===== config.mk =====
export PLATFORM = sky130hd
export DESIGN_NAME = fetch_port
export DESIGN_NICKNAME = d
export VERILOG_FILES = /design/src/mem_pkg.sv /design/src/fetch_port.sv
export SDC_FILE = /design/constraint.sdc
export NUM_CORES = 1
export LEC_CHECK = 0
export BUFFER_PORTS_ARGS = -buffer_cell sky130_fd_sc_hd__buf_2
export CAP_MARGIN = 40
export CORE_MARGIN = 3
export CORE_UTILIZATION = 39
export CTS_CLUSTER_DIAMETER = 150
export DETAILED_ROUTE_END_ITERATION = 16
export PLACE_DENSITY = 0.85
export SLEW_MARGIN = 0
export SYNTH_ARGS = -nofsm -noshare
export SYNTH_HDL_FRONTEND = slang
export SYNTH_SLANG_ARGS = --single-unit

===== constraint.sdc =====
create_clock -name clk -period 2 [get_ports clk]
set_input_delay 0.2 -clock clk [delete_from_list [all_inputs] [get_ports clk]]
set_output_delay 0.2 -clock clk [all_outputs]
set_load 0.005 [all_outputs]

===== src/mem_pkg.sv =====
package mem_pkg;

    // memory geometry.
    localparam int addr_w      = 8;   // byte address.
    localparam int data_w      = 32;  // one data word.
    localparam int mem_bytes   = 256;
    localparam int mem_latency = 2;   // cycles from request to ready.

    // access width codes, 2'b11 is reserved and always faults.
    typedef enum logic [1:0] {
        acc_8  = 2'b00,
        acc_16 = 2'b01,
        acc_32 = 2'b10
    } mem_width_t;

    // one little-endian memory word, seen as byte or halfword lanes.
    // lane 0 holds the lowest address.
    typedef union packed {
        logic [3:0][7:0]  b;
        logic [1:0][15:0] h;
    } mem_word_u;

endpackage


===== src/fetch_port.sv =====
module fetch_port (
    input  logic                        clk,
    input  logic                        rst,
    input  logic                        fetch_req,
    input  logic [mem_pkg::addr_w-1:0]  fetch_addr,
    output logic                        fetch_ack,
    output logic [mem_pkg::data_w-1:0]  fetch_instr,
    output logic                        fetch_fault,
    output logic                        bus_req,
    output logic [mem_pkg::addr_w-1:0]  bus_addr,
    input  logic                        bus_ready,
    input  logic [mem_pkg::data_w-1:0]  bus_rdata
);

    typedef enum logic [1:0] {
        st_idle,
        st_bus,
        st_done
    } state_t;

    state_t state;
    logic   misaligned;

    assign misaligned = |fetch_addr[1:0];  // instructions are whole words.

    always_ff @(posedge clk) begin
        if (rst) begin
            state       <= st_idle;
            fetch_fault <= 1'b0;
        end else begin
            case (state)
                st_idle: begin
                    if (fetch_req) begin
                        fetch_fault <= misaligned;
                        state       <= misaligned ? st_done : st_bus;
                    end
                end
                st_bus: begin
                    if (bus_ready) state <= st_done;
                end
                st_done: begin
                    // wait for both sides to finish their four phases.
                    if (!fetch_req && !bus_ready) state <= st_idle;
                end
                default: state <= st_idle;
            endcase
        end
    end

    always_ff @(posedge clk) begin
        if (state == st_bus && bus_ready) fetch_instr <= bus_rdata;
    end

    assign bus_req   = (state == st_bus);
    assign bus_addr  = fetch_addr;
    assign fetch_ack = (state == st_done);

endmodule


Word level (Yosys, flattened, before mapping)
Cells that the tools add are included.
W data, S select, Z words.
{"block": "totals", "wordCells": 21, "input_bits": 44, "reg_bits": 35, "output_inout_bits": 43}
{"block": "op_classes", "eq_ne": 5, "n_mux": 5, "reduce_logical": 8}
{"cell": "$mux W2", "n": 4}
{"cell": "$pmux W2 S3", "n": 1}
{"cell": "$ne A2 B1 Y1 const B", "n": 2}
{"cell": "$reduce_and A3 Y1", "n": 1}
{"cell": "$eq A2 B1 Y1 const B", "n": 1}
{"cell": "$eq A2 B2 Y1 const B", "n": 1}
{"cell": "$logic_and A1 B1 Y1", "n": 2}
{"cell": "$logic_not A1 Y1", "n": 2}
{"cell": "$logic_not A2 Y1", "n": 1}
{"cell": "$ne A2 B2 Y1 const B", "n": 1}
{"cell": "$reduce_and A2 Y1", "n": 1}
{"cell": "$reduce_or A2 Y1", "n": 1}

Logic depth before layout (Yosys ltp)
{"block": "logic_depth", "word_depth": 4, "mapped_depth": 3, "ltp_nobuf": 3}

Least setup slack after synthesis
Ideal clock, no wire load.
{"block": "synth_timing", "path_kind": "reg-to-reg", "from": "reg state[1]", "to": "reg fetch_instr[0] in the netlist's numbering (enable)", "required_time_ps": 1613, "setup_slack_ps": 378, "path_stages_with_launch": 4, "arrival_time_ps": 1235, "period_less_slack_ps": 1622, "path_buffers": 0, "setup_time_ps": 387, "path_cell_list": "dfxtp_1 and2b_1 nand2_1 inv_1"}
{"block": "synth_between", "elab_chain_cells": 2}
{"item": "start, declared", "line_no": "fetch_port.sv:21", "rtl": "state_t state;"}
{"item": "start signal, assigned", "line_no": "fetch_port.sv:28", "rtl": "state <= st_idle;"}
{"item": "start signal, assigned", "line_no": "fetch_port.sv:35", "rtl": "state <= misaligned ? st_done : st_bus;"}
{"item": "start signal, assigned", "line_no": "fetch_port.sv:39", "rtl": "if (bus_ready) state <= st_done;"}
{"item": "$eq A2 B1 Y1"}
{"item": "named net bus_req", "line_no": "fetch_port.sv:9", "rtl": "output logic bus_req,"}
{"item": "$logic_and A1 B1 Y1", "line_no": "fetch_port.sv:51", "rtl": "if (state == st_bus && bus_ready) fetch_instr <= bus_rdata;"}
{"item": "end signal, assigned", "line_no": "fetch_port.sv:51"}
{"item": "end, declared", "line_no": "fetch_port.sv:7", "rtl": "output logic [mem_pkg::data_w-1:0] fetch_instr,"}
The timed path passes the listed nets, and every way through them passes these cells.
A chain may end at the register's enable or synchronous reset.

Worst setup path after layout
{"block": "layout_timing", "from": "reg state[0]", "to": "reg fetch_instr[27] in the netlist's numbering (enable)"}
{"block": "layout_between", "elab_chain_cells": 2}
{"item": "$eq A2 B1 Y1", "line_no": "fetch_port.sv:51"}
{"item": "$logic_and A1 B1 Y1", "line_no": "fetch_port.sv:51"}
No other way between the ends.

==> impl_metrics.csv <==
group,metric,value,unit
global_routing,grt_pass1_vias,673,
layout,final_cell_mix,"buf_2, edfxtp_1, clkbuf_4",
power_and_ir_drop,p_per_area,774,nW/um^2
timing,finalCritPeriodShare,64.7,%
synth,synth_area_leader_cell,"edfxtp_1",
routing,drtPass1Iterations,4,
timing,clock.fmax,773,MHz
timing,rsz0062_at_grt,"no",
routing,route.detailed.drc,0,
global_routing,grt_max_degree,22,
layout,final_area,1580,sq um
timing,setup-tns-final,0,ps
routing,via_per_inst,4.64,
synth,syn_nets,102,
timing,relSlewSlack,83.2,%
clock_tree,htree_levels,2,
synth,yosys_warnings,0,
timing,setup_viol,0,
clock_tree,cts_setup_buffers,0,
synth,synth_cells,58,
layout,drive_gt1_share,61.9,%
timing,skew,12.6,ps
setup_path,criticalPathCategory,"flip-flop to flip-flop",
setup_path,worstPathCellList,"and2b_1, nand2_1, inv_1, buf_4",
synth,ys_seq_area_share,87.5,%
setup_path,cp_max_fo,21,
setup_path,crit_required,2010,ps
global_routing,grt_pass1_wl,3110,um
setup_path,start_kind,"flip-flop",
setup_path,regToRegSetupSlack,710,ps
hold_path,min-delay-path-class,"input port to flip-flop",
timing,fin_crit,1290,ps
die,die_w,60.7,um
routing,routedWlPerCell,14.2,um
layout,utilization,56.4,%
job,cap_violations,0,
clock_tree,cts_root_buf,"clkbuf_4",
routing,drt-initial-drc-count,24,
power_and_ir_drop,leakagePower,0.688,nW
clock_tree,cts-buffers-inserted,5,
placed_design,io_buffer_count,74,
die,rows,19,
synth,ys_seq_elements,35,
synth,netlist_area,1170,sq um
synth,synth_cell_types,15,
power_and_ir_drop,vdd_drop_max,0.000285,V
die,initial_core_util,41.6,%
clock_tree,cts_sinks,35,
hold_path,hold_start,"bus_rdata[5]",
clock_tree,cts_buffer_depth,2,
global_routing,antenna_found_initial,0,
run_status,outcome,"completed",
setup_path,worstReg2RegStart,"state[0]$_SDFFE_PP0P_",
placed_design,placed_cell_area,1530,sq um
hold_path,hold_end,"fetch_instr[5]$_DFFE_PP_",
die,die_h,60.7,um
global_routing,grt_overflow,0,
setup_path,critPathSlowestCell,"dfxtp_1",
routing,drtAntennaViolNets,0,
layout,final_common_cell,"buf_2",
timing,hold_viol,0,
setup_path,critPathLaunch,"state[0]$_SDFFE_PP0P_",
setup_path,critPathMaxStageDelay,410,ps
setup_path,rr_endpoint,"fetch_instr[27]$_DFFE_PP_",
synth,synth_area_leaders,"edfxtp_1, dfxtp_1, buf_4",
routing,vias,765,
synth,synth.avg_cell_area,20.1,sq um
die,die-area,3690,sq um
layout,diodes,0,
clock_tree,cts_hold_buf,0,
clock_tree,clkTransAtPathRegs,100,ps
global_routing,grt_use_total,12.4,%
placed_design,place_congestion,0.672,
clock_tree,cts_tree,"done",
hold_path,min_delay_path_depth,1,
timing,slew_violations,0,
synth,synth_top_area_share,82.3,%
placed_design,post-place-ws,729,ps
power_and_ir_drop,total_power,1.22,mW
timing,worstMarginPinSlew,251,ps
die,core-area,2810,sq um
routing,wl,2340,um
clock_tree,clkLatencyLatePin,320,ps
setup_path,rr_worst_depth,4,
placed_design,hpwlAfterDp,1870,um
timing,fin_ws,706,ps
layout,fin_nets,177,
die,pin_count,87,
clock_tree,cts_resized,0,
setup_path,critPathCaptureType,"flip-flop",
setup_path,arrival,1310,ps
layout,syn_to_final_growth,35.5,%
==> synth_stat cells <==
cell type / n
a21oi_1: 2
a311oi_1: 1
a31oi_1: 1
and2b_1: 3
buf_4: 8
dfxtp_1: 3
edfxtp_1: 32
inv_1: 1
nand2_1: 1
nor2_1: 1
nor2_2: 1
nor2b_1: 1
nor3_1: 1
o21ai_0: 1
o21ai_1: 1
==> where the power goes <==
part           switching (mW)  internal, mW
Combinational          0.0302        0.0411
Sequential            0.00535         0.809
Clock                   0.201         0.137
==> kinds of logic after synthesis <==
family	synth area share, %
AO/OA/AOI/OAI	3.00
buffers and inverters	5.47
flip-flops	87.5
AND/OR/NAND/NOR	4.07
==> worst max path at each step <==
stage / to / slack (ps) / cells after the start
finish: fetch_instr[27]$_DFFE_PP_ / 710 / 4
global route: fetch_instr[27]$_DFFE_PP_ / 630 / 4
CTS: fetch_instr[4]$_DFFE_PP_ / 720 / 4
detailed placement: fetch_instr[17]$_DFFE_PP_ / 730 / 4
global placement: fetch_instr[11]$_DFFE_PP_ / 770 / 4
floorplan: fetch_instr[0]$_DFFE_PP_ / 380 / 3
==> routing by layer <==
metal | GRT usage (%) | wire length, um | vias to the layer above
met4 | 7.74 | 42 | 0
met3 | 7.87 | 356 | 6
met2 | 20.5 | 1130 | 58
li1 | - | - | 359
met1 | 11.4 | 806 | 342
met5 | 0 | 0 | -
==> final cells by class <==
type	instances	area, sq um
well taps	31	38.8
repair buffers	76	385
fillers	220	1220
flip-flops and latches	35	1020
clock inverters	1	5.00
inverters	1	3.75
clock buffers	7	45.0
multi-input cells	14	82.6
==> per-stage QoR <==
stage / hold WS [ps] / instances
2_1_floorplan: 269 / 58
3_3_place_gp: 378 / 157
3_5_place_dp: 378 / 157
4_1_cts: 23.3 / 165
5_1_grt: 3.87 / 165
6_report: 42.0 / 165
==> critical path: cells and delay by family (launching register included) <==
family	cells	cell delay, ps
buffers and inverters	2	340
AND/OR/NAND/NOR	2	230
flip-flops	1	410
==> registers in the layout, indices dropped and copies added, names as in the netlist <==
| register | count |
|---|---|
| fetch_fault | 1 |
| state | 2 |
| fetch_instr | 32 |
Power figures use the tool's default switching activity.
