<file path="config.mk">
export PLATFORM = sky130hd
export DESIGN_NAME = lsu_port
export DESIGN_NICKNAME = d
export VERILOG_FILES = /design/src/mem_pkg.sv /design/src/lsu_port.sv
export SDC_FILE = /design/constraint.sdc
export NUM_CORES = 1
export LEC_CHECK = 0
export ABC_AREA = 1
export BUFFER_PORTS_ARGS = -buffer_cell sky130_fd_sc_hd__buf_2
export CAP_MARGIN = 15
export CORE_AREA = 2 2 83 85
export CTS_CLUSTER_SIZE = 8
export DETAILED_ROUTE_END_ITERATION = 8
export DIE_AREA = 0 0 85 87
export PLACE_DENSITY = 0.73
export RECOVER_POWER = 100
export SETUP_SLACK_MARGIN = 0.5
export SLEW_MARGIN = 20
export SYNTH_ARGS = -nofsm -noshare
export SYNTH_HDL_FRONTEND = slang
export SYNTH_SLANG_ARGS = --single-unit
</file>
<file path="constraint.sdc">
create_clock -name clk -period 2.38 [get_ports clk]
set_input_delay 0.119 -clock clk [delete_from_list [all_inputs] [get_ports clk]]
set_output_delay 0.119 -clock clk [all_outputs]
set_load 0.02 [all_outputs]
</file>
<file path="src/mem_pkg.sv">
package mem_pkg;

    // memory geometry.
    localparam int addr_w      = 8;   // byte address.
    localparam int data_w      = 32;  // one data word.
    localparam int mem_bytes   = 256;
    localparam int mem_latency = 2;   // cycles from request to ready.

    // access width codes, 2'b11 is reserved and always faults.
    typedef enum logic [1:0] {
        acc_8  = 2'b00,
        acc_16 = 2'b01,
        acc_32 = 2'b10
    } mem_width_t;

    // one little-endian memory word, seen as byte or halfword lanes.
    // lane 0 holds the lowest address.
    typedef union packed {
        logic [3:0][7:0]  b;
        logic [1:0][15:0] h;
    } mem_word_u;

endpackage

</file>
<file path="src/lsu_port.sv">
module lsu_port (
    input  logic                        clk,
    input  logic                        rst,
    input  logic                        lsu_req,
    input  logic                        lsu_we,
    input  mem_pkg::mem_width_t         lsu_width,
    input  logic                        lsu_signed,
    input  logic [mem_pkg::addr_w-1:0]  lsu_addr,
    input  logic [mem_pkg::data_w-1:0]  lsu_wdata,
    output logic                        lsu_ack,
    output logic [mem_pkg::data_w-1:0]  lsu_rdata,
    output logic                        lsu_fault,
    output logic                        bus_req,
    output logic [mem_pkg::addr_w-1:0]  bus_addr,
    output logic                        bus_we,
    output mem_pkg::mem_width_t         bus_width,
    output logic [mem_pkg::data_w-1:0]  bus_wdata,
    input  logic                        bus_ready,
    input  logic [mem_pkg::data_w-1:0]  bus_rdata
);

    import mem_pkg::*;

    typedef enum logic [1:0] {
        st_idle,
        st_bus,
        st_done
    } state_t;

    state_t             state;
    logic               misaligned;
    mem_word_u          rword;
    logic [7:0]         lane8;
    logic [15:0]        lane16;
    logic [data_w-1:0]  load_val;

    assign rword = bus_rdata;

    // natural alignment per width, and load lane extraction.
    always_comb begin
        lane8  = rword.b[lsu_addr[1:0]];
        lane16 = rword.h[lsu_addr[1]];
        case (lsu_width)
            acc_8: begin
                misaligned = 1'b0;
                load_val   = {{24{lsu_signed & lane8[7]}}, lane8};
            end
            acc_16: begin
                misaligned = lsu_addr[0];
                load_val   = {{16{lsu_signed & lane16[15]}}, lane16};
            end
            acc_32: begin
                misaligned = |lsu_addr[1:0];
                load_val   = rword;
            end
            default: begin
                misaligned = 1'b1;  // reserved width code.
                load_val   = rword;
            end
        endcase
    end

    always_ff @(posedge clk) begin
        if (rst) begin
            state     <= st_idle;
            lsu_fault <= 1'b0;
        end else begin
            case (state)
                st_idle: begin
                    if (lsu_req) begin
                        lsu_fault <= misaligned;
                        state     <= misaligned ? st_done : st_bus;
                    end
                end
                st_bus: begin
                    if (bus_ready) state <= st_done;
                end
                st_done: begin
                    if (!lsu_req && !bus_ready) state <= st_idle;
                end
                default: state <= st_idle;
            endcase
        end
    end

    always_ff @(posedge clk) begin
        if (state == st_bus && bus_ready) lsu_rdata <= load_val;
    end

    // store data goes into every lane of its size.
    always_comb begin
        case (lsu_width)
            acc_8:   bus_wdata = {4{lsu_wdata[7:0]}};
            acc_16:  bus_wdata = {2{lsu_wdata[15:0]}};
            default: bus_wdata = lsu_wdata;
        endcase
    end

    assign bus_req   = (state == st_bus);
    assign bus_addr  = lsu_addr;
    assign bus_we    = lsu_we;
    assign bus_width = lsu_width;
    assign lsu_ack   = (state == st_done);

endmodule

</file>
Yosys cells after proc, flatten, opt, wreduce, memory -nomap -nowiden

Index checks and enable logic that the tools add are counted.

Register bits: 35
Bits in latches: 0
Bits in writable memories: 0
Bits in read-only memories: 0
Bits of input ports: 80
Logic and storage cells: 35
Memories kept: 0

Add/sub/neg operators: 0
$mul: 0
Div/mod/pow operators: 0
Magnitude comparators: 2
Eq/ne operators: 7
Shift operators: 0
Muxes and demuxes: 12
Bitwise gates (word level): 2
Reduce and logical (&&, ||, !) cells: 9

Operator list:

| kind                 | count |
|---|---|
| $pmux W32 S2         | 2 |
| $mux W16             | 2 |
| $bmux W8 S2          | 1 |
| $mux W2              | 4 |
| $mux W8              | 1 |
| $pmux W2 S3          | 1 |
| $eq A2 B1 Y1 const B | 2 |
| $eq A2 B2 Y1 const B | 2 |
| $logic_not A2 Y1     | 2 |
| $ne A2 B1 Y1 const B | 2 |
| $lt A2 B3 Y1 const B | 1 |
| $pmux W1 S3          | 1 |
| $reduce_and A3 Y1    | 1 |
| $and A1 B1 Y1        | 2 |
| $logic_and A1 B1 Y1  | 2 |
| $logic_not A1 Y1     | 2 |
| $lt A1 B2 Y1 const B | 1 |
| $ne A2 B2 Y1 const B | 1 |
| $reduce_and A2 Y1    | 1 |
| $reduce_or A2 Y1     | 1 |

Logic depth before layout (Yosys ltp)

Word-level depth: 5
Depth in mapped cells: 9
Mapped depth without buffers: 7

Least setup slack after synthesis

OpenSTA, ideal clock, no wires.

Path type: reg2reg
From: register state[1]
To: register lsu_rdata[0] (netlist bit) (enable)
Data arrival time: 1,782 ps
Required time: 1,959 ps
Setup slack: 177 ps
Cell stages (with the launch flop): 4
Buffers on the path: 0
Clock period less this slack: 2,203 ps
Cells stage by stage: dfxtp_1 inv_1 nand2_1 nor2_1

Cells in the longest elaborated chain, start to end: 2

RTL lines:

| what                     | RTL line       | RTL |
|---|---|---|
| start: declaration       | lsu_port.sv:30 | `state_t state;` |
| start signal: assignment | lsu_port.sv:65 | `state <= st_idle;` |
| start signal: assignment | lsu_port.sv:72 | `state <= misaligned ? st_done : st_bus;` |
| start signal: assignment | lsu_port.sv:76 | `if (bus_ready) state <= st_done;` |
| $eq A2 B1 Y1             | lsu_port.sv:87 | `if (state == st_bus && bus_ready) lsu_rdata <= load_val;` |
| $logic_and A1 B1 Y1      | lsu_port.sv:87 |  |
| end signal: assignment   | lsu_port.sv:87 |  |
| end: declaration         | lsu_port.sv:11 | `output logic [mem_pkg::data_w-1:0] lsu_rdata,` |

Every way passes these cells.
A chain may end at the register's enable or synchronous reset.

Final worst setup path

From: input port lsu_width[1]
To: output port bus_wdata[8] (netlist bit)

Cells in the longest elaborated chain, start to end: 2

RTL lines:

| what                                                    | RTL line       | RTL |
|---|---|---|
| start: declaration                                      | lsu_port.sv:6  | `input mem_pkg::mem_width_t lsu_width,` |
| $eq A2 B1 Y1 / $logic_not A2 Y1 (equally long branches) | lsu_port.sv:92 | `case (lsu_width)` |
| $pmux W32 S2 (*)                                        | lsu_port.sv:92 |  |
| end: declaration                                        | lsu_port.sv:17 | `output logic [mem_pkg::data_w-1:0] bus_wdata,` |

Every way passes the cells marked *; elsewhere a longest branch is shown, timed or not.

==> flow_summary.ini <==
[clock_network]
insertion_delay_ns = 0.29
cts_max_level = 2
cts-root-buf = clkbuf_8
cts_hold_buf = 0
cts-resized-gates = 0
clkTransAtPathRegs_ns = 0.07
cts_sinks = 35
cts_buffers = 5
post_cts_buffers = 0
cts_tree = done
clockBufferDepth = 2

[power]
switching_share_pct = 31.9
p_comb_share_pct = 27.0
power_density_nw_per_um2 = 510
peakVddDrop_mv = 0.274
p_switching_uw = 481
p_int_mw = 1.03
leakage_nw = 1.41
power_frac_seq_pct = 46.6
clock_power_share_pct = 26.4

[hold_path]
min_path_type = input port to flip-flop
min_from = rst

[routing]
vias_per_cell = 4.86
vias = 2409
antenna_left = 0
drt-initial-drc-count = 121
drc = 0
wl_per_cell_um = 14.2
dr.pass1.iters = 4
wl_um = 7070

[yosys]
ys_ff_latch = 35
ys_seq_area_share_pct = 41.2
syn_nets = 377
syn_inst = 297
synth_top_area_cell = edfxtp_1
yosys_warnings = 0
syn_area_per_cell_um2 = 8.35
synth_cell_type_count = 28
netlist_top_cells_area = edfxtp_1 (39%), nand2_1 (18%), nand3_2 (8.5%), buf_4 (6.7%), o211ai_1 (3.6%)
syn_area_um2 = 2480
netlist.area_leader.share_pct = 38.7

[worst_setup_path]
ff2ff_setup_slack_ns = 0.79
start_kind = input port
startpoint = lsu_width[1]
crit_fanout = 17
path_class = input port to output port
worstSetupEndpoint = bus_wdata[8]
crit_required_ns = 2.26
r2r_start = state[1]
cp.arrival_ns = 1.63
r2r_cells = 4
r2r-end = lsu_rdata[1]
worstSetupEndpointType = output port

[finish]
layout_common_cells = nand2_1 (117), buf_2 (76), clkbuf_1 (67)
area_growth_pct = 19.2
multi_input_area_um2 = 1010
n_antenna_cell = 0
layout.cells.most_common = nand2_1
finalNetCount = 496
regArea_um2 = 1020
final_cells = 496
drive_above_1_share_pct = 25.2
num-fill-cells = 712

[floorplan]
initial_utilization_pct = 37.8
die_w_um = 85
ioPinCount = 158
die_h_um = 87
die-area_um2 = 7400
row_count = 30
core_area_um2 = 6570

[sta]
finalCriticalPeriod_ns = 1.75
maxSlewHeadroom_pct = 40.1
finalSetupTns_ns = 0
worst_pin_slew_ns = 0.899
setup_viol_count_final = 0
finalHoldViolCount = 0
timing.hold.ws_ns = 0.0175
skew_ns = 0.00589
rsz0062_at_grt = no
max_freq_mhz = 570
post-route-period-util_pct = 73.7
slew_viol_final = 0

[placed_design]
port_buffers = 143
dp_hpwl_um = 5510
placed_cells = 489
place_congestion = 0.798

[status]
status = finished clean

[global_route]
grt_first_pass_wirelength_um = 10900
grt_pass1_vias = 2238
gr-usage-all-layers_pct = 18.9
antenna_found_initial = 0
grt_max_degree = 54
grt_overflow_total = 0

[run]
max-cap-violations = 0
[logic make-up (layout without fill, tap and decap cells)]
logic type	Yosys count	after routing	synth area share (%)
simple gates	171	171	35.9
compound gates	34	34	8.17
flops	35	35	41.2
buf+inv	57	176	14.7
[Yosys cell counts]
cell type	number
a21oi_1	7
buf_6	2
nor2_8	1
nand2_8	2
nand3_4	1
dfxtp_1	3
inv_1	18
buf_4	22
nand2_4	3
o211ai_1	12
nand3_1	10
a22oi_1	1
or2_1	2
nor3_1	1
nand3_2	21
nor2_1	8
inv_2	3
clkinv_8	1
nand2_2	2
nor3b_1	1
edfxtp_1	32
buf_2	3
inv_4	2
clkbuf_1	4
nand2_1	117
buf_12	2
or2_2	2
o21ai_0	14
[layer usage]
metal  wire (um)  vias up  share of wire (%)  track usage, %
li1            -     1188                  -               -
met3         659       12                9.3            4.36
met5           0        -                  0               0
met2        3490      129                 49            34.2
met4         133        0                1.9            6.49
met1        2780     1080                 39            21.8
[critical path: stages]
cell and delay (ns):
buf_2 0.15, clkinv_8 0.10, nand2_8 0.08, clkinvlp_2 0.47, o21ai_0 0.43, clkbuf_1 0.27
[cell type report]
type,instances,share of cell area [%]
Sequential cell,35,34.5
Multi-Input combinational cell,205,34.0
Timing Repair Buffer,145,21.8
Inverter,24,3.60
Tap cell,80,3.39
Clock buffer,5,2.33
Clock inverter,2,0.296
[power groups by stage]
stage | clock [mW] | sequential (mW) | combinational, mW
floorplan | 0 | 0.732 | 0.286
global placement | 0 | 0.714 | 0.428
detailed placement | 0 | 0.715 | 0.434
CTS | 0.412 | 0.701 | 0.437
global route | 0.426 | 0.703 | 0.451
finish | 0.397 | 0.702 | 0.407
[through the flow]
| step | util [%] | instance area [um2] | total power, mW | worst slack (ns) |
|---|---|---|---|---|
| 6_report | 45.0 | 2960 | 1.51 | 0.626 |
| 5_1_grt | 45.0 | 2960 | 1.58 | 0.465 |
| 4_1_cts | 47.7 | 3130 | 1.55 | 0.959 |
| 3_5_place_dp | 46.5 | 3060 | 1.15 | 0.700 |
| 3_3_place_gp | 46.5 | 3060 | 1.14 | 0.779 |
| 2_1_floorplan | - | 2480 | 1.02 | 0.702 |
[registers in the layout (all words and copies together), names as in the netlist]
register and count:
state 2, lsu_rdata 32, lsu_fault 1
[worst min path at each step]
stage,to,cells past startpoint
final,state[1],2
after floorplan,state[0],1
after global placement,bus_addr[2],0
after global routing,state[1],2
after CTS,state[1],2
after detailed placement,bus_addr[2],0
No activity file was read; power rests on OpenSTA's default activity.
