$ cat src/mem_pkg.sv
package mem_pkg;

    // memory geometry.
    localparam int addr_w      = 8;   // byte address.
    localparam int data_w      = 32;  // one data word.
    localparam int mem_bytes   = 256;
    localparam int mem_latency = 2;   // cycles from request to ready.

    // access width codes, 2'b11 is reserved and always faults.
    typedef enum logic [1:0] {
        acc_8  = 2'b00,
        acc_16 = 2'b01,
        acc_32 = 2'b10
    } mem_width_t;

    // one little-endian memory word, seen as byte or halfword lanes.
    // lane 0 holds the lowest address.
    typedef union packed {
        logic [3:0][7:0]  b;
        logic [1:0][15:0] h;
    } mem_word_u;

endpackage

$ cat src/bus_pkg.sv
package bus_pkg;

    // clients on the shared memory bus.
    localparam int client_cnt = 2;

    // client indices, the higher index wins arbitration.
    localparam int client_fetch = 0;
    localparam int client_lsu   = 1;   // load/store has priority.

    // width of the grant register in the multiplexer.
    localparam int grant_w = 1;

endpackage

$ cat src/mem_mux.sv
module mem_mux (
    input  logic                            clk,
    input  logic                            rst,
    input  logic [bus_pkg::client_cnt-1:0]  client_req,
    input  logic [mem_pkg::addr_w-1:0]      client_addr [bus_pkg::client_cnt],
    input  logic [bus_pkg::client_cnt-1:0]  client_we,
    input  mem_pkg::mem_width_t             client_width [bus_pkg::client_cnt],
    input  logic [mem_pkg::data_w-1:0]      client_wdata [bus_pkg::client_cnt],
    output logic [bus_pkg::client_cnt-1:0]  client_ready,
    output logic [mem_pkg::data_w-1:0]      client_rdata [bus_pkg::client_cnt],
    output logic                            mem_request,
    output logic [mem_pkg::addr_w-1:0]      mem_addr,
    output mem_pkg::mem_width_t             mem_width,
    output logic                            mem_we,
    output logic [mem_pkg::data_w-1:0]      mem_wdata,
    input  logic                            mem_ready,
    input  logic [mem_pkg::data_w-1:0]      mem_rdata
);

    import bus_pkg::*;

    typedef enum logic [1:0] {
        st_idle,
        st_wait,
        st_hold
    } state_t;

    state_t             state;
    logic [grant_w-1:0] grant;  // client that owns the memory.
    logic [grant_w-1:0] pick;
    logic [grant_w-1:0] sel;

    // highest index requester wins.
    always_comb begin
        pick = '0;
        for (int i = 0; i < client_cnt; i++) begin
            if (client_req[i]) pick = grant_w'(i);
        end
    end

    // in idle the new winner drives the bus in the same cycle.
    assign sel = (state == st_idle) ? pick : grant;

    always_comb begin
        mem_addr  = client_addr[sel];
        mem_width = client_width[sel];
        mem_we    = client_we[sel];
        mem_wdata = client_wdata[sel];
        case (state)
            st_idle: mem_request = |client_req;
            st_wait: mem_request = 1'b1;
            st_hold: mem_request = client_req[grant];
            default: mem_request = 1'b0;
        endcase
    end

    // only the owner sees ready and data, others are held off.
    always_comb begin
        for (int i = 0; i < client_cnt; i++) begin
            client_ready[i] = (grant_w'(i) == grant) && mem_ready;
            client_rdata[i] = (grant_w'(i) == grant) ? mem_rdata : '0;
        end
    end

    always_ff @(posedge clk) begin
        if (rst) begin
            state <= st_idle;
            grant <= '0;
        end else begin
            case (state)
                st_idle: begin
                    if (|client_req) begin
                        grant <= pick;
                        state <= st_wait;
                    end
                end
                st_wait: begin
                    if (mem_ready) state <= st_hold;
                end
                st_hold: begin
                    if (!client_req[grant]) state <= st_idle;  // owner finished.
                end
                default: state <= st_idle;
            endcase
        end
    end

endmodule

$ cat config.mk
export PLATFORM = sky130hd
export DESIGN_NAME = mem_mux
export DESIGN_NICKNAME = d
export VERILOG_FILES = /design/src/mem_pkg.sv /design/src/bus_pkg.sv /design/src/mem_mux.sv
export SDC_FILE = /design/constraint.sdc
export NUM_CORES = 1
export LEC_CHECK = 0
export BUFFER_PORTS_ARGS = -buffer_cell sky130_fd_sc_hd__buf_2
export CORE_AREA = 2 2 89 91
export DETAILED_ROUTE_END_ITERATION = 16
export DIE_AREA = 0 0 91 93
export PLACE_DENSITY_LB_ADDON = 0.15
export SLEW_MARGIN = 0
export SYNTH_ARGS = -nofsm -noshare
export SYNTH_HDL_FRONTEND = slang
export SYNTH_SLANG_ARGS = --single-unit
$ cat constraint.sdc
create_clock -name clk -period 3 [get_ports clk]
set_clock_uncertainty 0.1 [all_clocks]
set_input_delay 0.15 -clock clk [delete_from_list [all_inputs] [get_ports clk]]
set_output_delay 0.15 -clock clk [all_outputs]
set_load 0.05 [all_outputs]
After elaboration in Yosys (flattened, before gate mapping)

Cells that the tools add are included.

Bits in registers: 3
Word-level logic and storage cells: 40

Magnitude comparators: 3
Eq/ne operators: 5
Muxes and demuxes: 22
Bitwise gates (word level): 2
Reduce and logical (&&, ||, !) cells: 6

Operator list:

| cell                                                        | count |
|---|---|
| two-way mux 32 bit                                          | 5 |
| two-way mux 8 bit                                           | 3 |
| two-way mux 2 bit                                           | 6 |
| two-way mux 1 bit                                           | 6 |
| case mux 2 bit (3 select lines)                             | 1 |
| less-than comparator 1 x 2 -> 1 bit (second input constant) | 2 |
| != test 2 bit (second input constant)                       | 2 |
| case mux 1 bit (3 select lines)                             | 1 |
| AND reduction 3 bit                                         | 1 |
| == test 2 x 1 -> 1 bit (second input constant)              | 1 |
| == test 2 bit (second input constant)                       | 1 |
| >= comparator 2 bit (second input constant)                 | 1 |
| logical AND 1 bit                                           | 2 |
| logical NOT 2 bit                                           | 1 |
| != test 2 x 1 -> 1 bit (second input constant)              | 1 |
| NOT 1 -> 2 bit                                              | 1 |
| AND reduction 2 bit                                         | 1 |
| OR reduction 2 bit                                          | 1 |
| NOT 1 bit                                                   | 1 |

Longest topological paths before layout

Gate-level depths: netlist of run 1.

Word-level depth: 6
Depth in mapped cells: 5
Depth with buffers taken out: 3

Worst setup path before layout of run 1

OpenSTA, ideal clock, no wires.

Path kind: register -> output
Start: register grant
End: output port mem_request
Arrival: 1.628 ns
Data required time: 2.750 ns
Setup slack: 1.122 ns
Stages on the path, launching flop included: 5
Path buffers: 2
Path through: dfxtp_1 -> buf_2 -> clkbuf_1 -> o21bai_1 -> a21oi_1

Cells in the longest elaborated chain, start to end: 3

Ends and longest elaborated chain:

| item                                                  | RTL line      | source |
|---|---|---|
| start, declared                                       | mem_mux.sv:29 | `logic [grant_w-1:0] grant;` |
| start signal, assigned                                | mem_mux.sv:73 | `grant <= pick;` |
| two-way mux 1 bit (not written as such) (2 in series) | mem_mux.sv:52 | `st_hold: mem_request = client_req[grant];` |
| case mux 1 bit (3 select lines)                       | mem_mux.sv:49 | `case (state)` |
| end, declared                                         | mem_mux.sv:11 | `output logic mem_request,` |

Every way passes these cells. The select of a mux whose other input is x is not followed.

Final worst setup path of run 1

Start: register state[0]
End: output port mem_wdata[1] (netlist bit)

Cells in the longest elaborated chain, start to end: 6

Ends and longest elaborated chain:

| item                                                   | RTL line      | source |
|---|---|---|
| start, declared                                        | mem_mux.sv:28 | `state_t state;` |
| start signal, assigned                                 | mem_mux.sv:67 | `state <= st_idle;` |
| start signal, assigned                                 | mem_mux.sv:74 | `state <= st_wait;` |
| start signal, assigned                                 | mem_mux.sv:78 | `if (mem_ready) state <= st_hold;` |
| logical NOT 2 bit                                      | mem_mux.sv:42 | `assign sel = (state == st_idle) ? pick : grant;` |
| two-way mux 1 bit                                      | mem_mux.sv:42 |  |
| NOT 1 -> 2 bit (not written as such)                   | mem_mux.sv:48 | `mem_wdata = client_wdata[sel];` |
| two-way mux 32 bit (not written as such) (3 in series) | mem_mux.sv:48 |  |
| end, declared                                          | mem_mux.sv:15 | `output logic [mem_pkg::data_w-1:0] mem_wdata,` |

Every way passes these cells. The select of a mux whose other input is x is not followed.

==> results of run 1 <==
critical path: stages (launching register included):
cell and delay [ns]:
dfxtp_1 0.37, nor2_4 0.16, mux2i_4 0.23, buf_4 0.53
mux2_2 0.41, buf_2 0.21
placed cells by master (no fill, tap or decap):
master,Yosys,routed
buf_2,1,232
and2_1,33,33
nor2b_1,33,33
mux2_2,23,23
mux2_4,20,20
clkbuf_8,0,3
nor2_1,2,2
a21oi_1,2,2
nand2_1,2,2
buf_4,0,2
dfxtp_1,3,2
o21bai_1,1,1
a2bb2oi_1,1,1
nor2_4,1,1
mux2i_4,1,1
a21bo_2,1,1
o311a_2,1,1
inv_1,1,1
mux2i_1,1,1
nand3_1,1,1
o41ai_1,1,1
clkbuf_1,7,1
dfxtp_2,0,1
routing by layer:
layer  up-vias  part of all wire  global-route usage
li1        919                 -                   -
met1       748              0.37               0.107
met2       139              0.52               0.212
met3         4              0.11              0.0210
met4         0            0.0055              0.0139
met5         -                 0                   0
registers in the layout, summed over array words and instances (netlist names):
name / cells
grant: 1
state: 2
cell type report:
cell class	count	area share
clock buffers	4	0.0180
inverters	1	0.00150
multi-input cells	124	0.436
flip-flops and latches	3	0.0245
well taps	102	0.0509
repair buffers	234	0.469
worst min path at each step:
stage | to | cells past startpoint | start
after floorplan | grant | 1 | rst
after global placement | grant | 2 | rst
after detailed placement | grant | 2 | rst
after CTS | grant | 2 | rst
after global routing | grant | 2 | rst
final | grant | 2 | rst
where the power goes:
part           leakage (uW)  switching [uW]  internal (uW)
logic               0.00146             638            276
clock network     0.0000228            27.1           90.6
registers         0.0000252            5.35           44.0
total               0.00151             670            411
logic make-up (layout without fill, tap and decap cells):
| family | after synthesis | after routing | synth area share |
|---|---|---|---|
| and+or+nand+nor | 72 | 72 | 0.356 |
| muxes | 45 | 45 | 0.474 |
| buffers and inverters | 13 | 239 | 0.0762 |
| AOI/OAI and AO/OA | 7 | 7 | 0.0451 |
| DFF | 3 | 3 | 0.0481 |
through the flow:
stage / cell area (um^2) / total power [uW]
after CTS: 2510 / 1090
after global placement: 2460 / 968
after floorplan: 1250 / 772
final: 2510 / 1080
after global routing: 2510 / 1130
after detailed placement: 2460 / 970
==> summary.txt, run 1 <==
Synth
  • Synth Net Count: 263
  • Sequential-to-total area share from yosys stat: 0.0481
  • Area contributors post-synth: mux2_4 (24%), mux2_2 (21%), and2_1 (17%), nor2b_1 (17%), dfxtp_1 (4.8%)
  • Top cell type's share of synthesized area: 0.241
  • Predominant post-synthesis flop cell: dfxtp_1
  • Mapped Avg Cell Area: 8.91 um^2
  • Synthesis Warnings: 0
  • Cell taking the most area after synthesis: mux2_4
  • Synth Register Bits: 3
  • Synth cell types: 21
  • Syn Inst Count: 140
  • Async SR Flop Fraction: 0
  • Synth cell count leaders: and2_1 (33), nor2b_1 (33), mux2_2 (23), mux2_4 (20), clkbuf_1 (7)
  • Number of synthesized flops with an enable pin: 0
  • Synth Cell Area: 1250 um^2

Clock tree
  • Worst-skew pair later-pin latency: 0.22 ns
  • Post-CTS Setup Inserts: 0
  • Post-CTS sizing: 0
  • Max Root-Sink Buffers: 2
  • Clock sinks: 3
  • CTS Buf Count: 3
  • Root Driver: clkbuf_8
  • TritonCTS clock tree: done
  • H-Tree Depth: 1
  • CTS Hold Bufs: 0
  • Clock-pin slew on the worst setup and hold paths: 0.03 ns

Timing
  • Hold WS: 0.0231 ns
  • Final Setup Violations: 0
  • Final period utilization: 0.800
  • Setup TNS: 0 ns
  • Fmax: 417 MHz
  • Worst slew margin: 0.579
  • Unrepaired setup endpoints after global routing: false
  • Final WS setup: 0.600 ns
  • Final min period: 2.40 ns
  • Final hold vios: 0
  • Slew Viols, Final: 0
  • Measured slew at the worst slew-check pin: 0.631 ns

Finish
  • Register area: 61.3 um^2
  • Multi-input gate area: 1090 um^2
  • Layout area overhead: 101%
  • Non-Filler Instances: 468
  • Post-layout util: 0.333
  • Layout fillers: 821
  • Net count reported at finish: 490
  • Ant. Diodes: 0
  • Fraction of layout cells with a size suffix above 1: 0.779

Floorplanning
  • Std-Cell Rows: 32
  • Core ar.: 7530 um^2
  • Die width: 91 um
  • Die height: 93 um
  • Die area: 8460 um^2
  • Starting density of the core: 0.166
  • I/O pin count: 233

Route
  • DRT Pass-1 Iters: 3
  • Per-cell routed wire length: 11.2 um
  • Detailed-route wire length: 5230 um
  • ANT nets after route: 0
  • DR iter-0 viols: 10
  • Drc violations: 0
  • Vias: 1810
  • Vias per Instance: 3.87

Hold path
  • HP Class: in2reg

Global routing
  • All-Layer GR Usage: 0.103
  • Largest net degree at the start of global routing: 71
  • Gr ovfl total: 0
  • Initial antenna violation count: 0
  • Vias in the first global route: 1628
  • Global-route wire length before repair: 7290 um

Setup path
  • Crit path capture type: primary output
  • Worst Path Max Fanout: 43
  • Crit Reg-Reg Startpoint: grant
  • Crit path to: mem_wdata[1]
  • Type of the worst setup path: reg2out
  • Crit path from: state[0]
  • WP data required: 2.75 ns
  • Setup crit start kind: flip-flop
  • CP arrival: 2.15 ns
  • Register-to-register setup slack: 1.64 ns
  • Worst Reg-to-Reg Cells: 3
  • R2r endpoint: state[1]

Job
  • Max cap viols: 0

Power
  • P per Cell Area: 431 nW/um^2
  • Leakage power: 0.00151 uW
  • VDD IR-drop max: 0.000185 V

Placement
  • Gpl congestion: 0.720
  • Port bufs: 232
  • DP Cell Count: 464
  • Place WS: 0.819 ns
  • HPWL after detailed placement: 4560 um

Run status
  • Status: finished, final reports clean
(Power assumes the default switching activity.)
==> inputs of run 2 (changes only) <==
--- a/config.mk
+++ b/config.mk
@@ -6,9 +6,9 @@
 export NUM_CORES = 1
 export LEC_CHECK = 0
 export BUFFER_PORTS_ARGS = -buffer_cell sky130_fd_sc_hd__buf_2
-export CORE_AREA = 2 2 89 91
+export CORE_AREA = 2 2 90 92
 export DETAILED_ROUTE_END_ITERATION = 16
-export DIE_AREA = 0 0 91 93
+export DIE_AREA = 0 0 92 94
 export PLACE_DENSITY_LB_ADDON = 0.15
 export SLEW_MARGIN = 0
 export SYNTH_ARGS = -nofsm -noshare
==> constraint.sdc (replaced) <==
create_clock -name clk -period 2.45 [get_ports clk]
set_clock_uncertainty 0.1 [all_clocks]
set_input_delay 0.1225 -clock clk [delete_from_list [all_inputs] [get_ports clk]]
set_output_delay 0.1225 -clock clk [all_outputs]
set_load 0.05 [all_outputs]
==> summary.txt, run 2 (same netlist as run 1, synthesis figures left out) <==
Placement
  • DP Cell Count: 464
  • HPWL after detailed placement: 4920 um
  • Port bufs: 232
  • Placement-stage cell area: 2470 um^2
  • Gpl congestion: 0.695

Power
  • Sw power: 822 uW
  • Clock power frac: 0.106
  • VDD IR-drop max: 0.000313 V
  • Cell Int Power: 509 uW
  • Comb power frac: 0.849
  • P per Cell Area: 526 nW/um^2
  • Leakage power: 0.00152 uW
  • Flop pwr share: 0.045
  • Switching share of total power: 0.618

Timing
  • Final period utilization: 0.868
  • Final hold vios: 0
  • Unrepaired setup endpoints after global routing: false
  • Fmax: 470 MHz
  • Setup TNS: 0 ns
  • Worst slew margin: 0.632
  • Final Setup Violations: 0
  • Measured slew at the worst slew-check pin: 0.551 ns
  • Slew Viols, Final: 0
  • Final min period: 2.13 ns
  • Hold WS: 0.0938 ns

Clock tree
  • TritonCTS clock tree: done
  • Clock-pin slew on the worst setup and hold paths: 0.03 ns
  • Post-CTS Setup Inserts: 0
  • Max Root-Sink Buffers: 2
  • Clock sinks: 3
  • H-Tree Depth: 1
  • CTS Buf Count: 3
  • Root Driver: clkbuf_8
  • Post-CTS sizing: 0
  • Worst-skew pair later-pin latency: 0.21 ns

Floorplanning
  • I/O pin count: 233
  • Die height: 94 um
  • Core ar.: 7610 um^2
  • Std-Cell Rows: 32
  • Die width: 92 um
  • Die area: 8650 um^2
  • Starting density of the core: 0.164

Finish
  • Max reg flops: 2
  • Top Registers: state (2), grant (1)
  • Ant. Diodes: 0
  • Largest reg by FF count: state
  • Most frequent cells in the layout: buf_2 (232), and2_1 (33), nor2b_1 (33)
  • Final instance area: 2530 um^2
  • Layout area overhead: 103%
  • Net count reported at finish: 491
  • Commonest non-fill, non-tap cell in the layout: buf_2
  • Fraction of layout cells with a size suffix above 1: 0.777
  • Non-Filler Instances: 469

Setup path
  • Type of the worst setup path: reg2out
  • Crit path capture type: primary output
  • Worst Path Max Fanout: 43
  • CP arrival: 1.90 ns
  • Critical path buffers and inverters: 2
  • Critical Path Slowest Stage Cell: mux2_2
  • WP data required: 2.23 ns
  • Crit path cell chain: nor2_4, mux2i_4, buf_12, mux2_2, buf_2
  • CP delay by family, top: multiplexers
  • Max incr delay on CP: 0.38 ns
  • Setup crit start kind: flip-flop

Route
  • Per-cell routed wire length: 12.1 um
  • Vias: 1793
  • Vias per Instance: 3.82
  • Detailed-route wire length: 5660 um
  • DRT Pass-1 Iters: 3
  • Drc violations: 0
  • ANT nets after route: 0
  • DR iter-0 viols: 19

Global routing
  • Global-route wire length before repair: 8220 um
  • Vias in the first global route: 1713
  • Initial antenna violation count: 0
  • Largest net degree at the start of global routing: 71
  • Gr ovfl total: 0
  • All-Layer GR Usage: 0.114

Hold path
  • HP Class: in2reg

Run status
  • Status: finished, final reports clean

Job
  • Max cap viols: 0
run 2: cell types whose count changed in the layout (fill, tap and decap cells not counted), sizes merged:
cell	before	now
dlygate4sd3	0	1
run 2: power by group through the flow:
stage               combinational (uW)  sequential [uW]  clock, uW
finish                            1130             60.4        141
global route                      1180             61.6        151
CTS                               1140             60.4        145
detailed placement                1130             60.9          0
global placement                  1130             60.8          0
floorplan                          887             58.6          0
run 2: layout make-up:
type / instances / area (um^2)
tap: 102 / 128
inverter: 1 / 3.75
timing repair buffer: 235 / 1200
fill: 833 / 5080
sequential: 3 / 61.3
multi-input combinational: 124 / 1090
clock buffer: 4 / 45.0
run 2: worst reg2reg max path: stages (launching register included):
cell and delay (ns):
dfxtp_2 0.33, buf_4 0.46, mux2i_1 0.16, o41ai_1 0.25
run 2: final timing paths:
path | start | end | slack (ns) | cells after the start
setup / recovery | state[1] | mem_wdata[11] | 0.32 | 5
hold / removal | mem_ready | state[1] | 0.09 | 3
setup reg to reg | grant | state[1] | 1.04 | 3
hold reg to reg | state[1] | state[1] | 0.45 | 2
run 2: timing repair:
item / CTS / global route
hold buffers: 1 / 0
endpoints found under the hold margin: 1 / 0
setup endpoints to repair: 0 / 0
run 2: metal layers:
metal	up-vias	global-route usage	routed length, um
met3	2	0.0393	672
met4	0	0.0162	27
met1	756	0.114	1870
met5	-	0	0
met2	111	0.231	3090
li1	924	-	-
run 2: per-stage QoR:
stage | utilization | worst slack (ns) | power [uW]
2_1_floorplan | - | 0.599 | 946
3_3_place_gp | 0.325 | 0.574 | 1200
3_5_place_dp | 0.325 | 0.556 | 1200
4_1_cts | 0.332 | 0.318 | 1340
5_1_grt | 0.332 | 0.237 | 1390
6_report | 0.332 | 0.324 | 1330
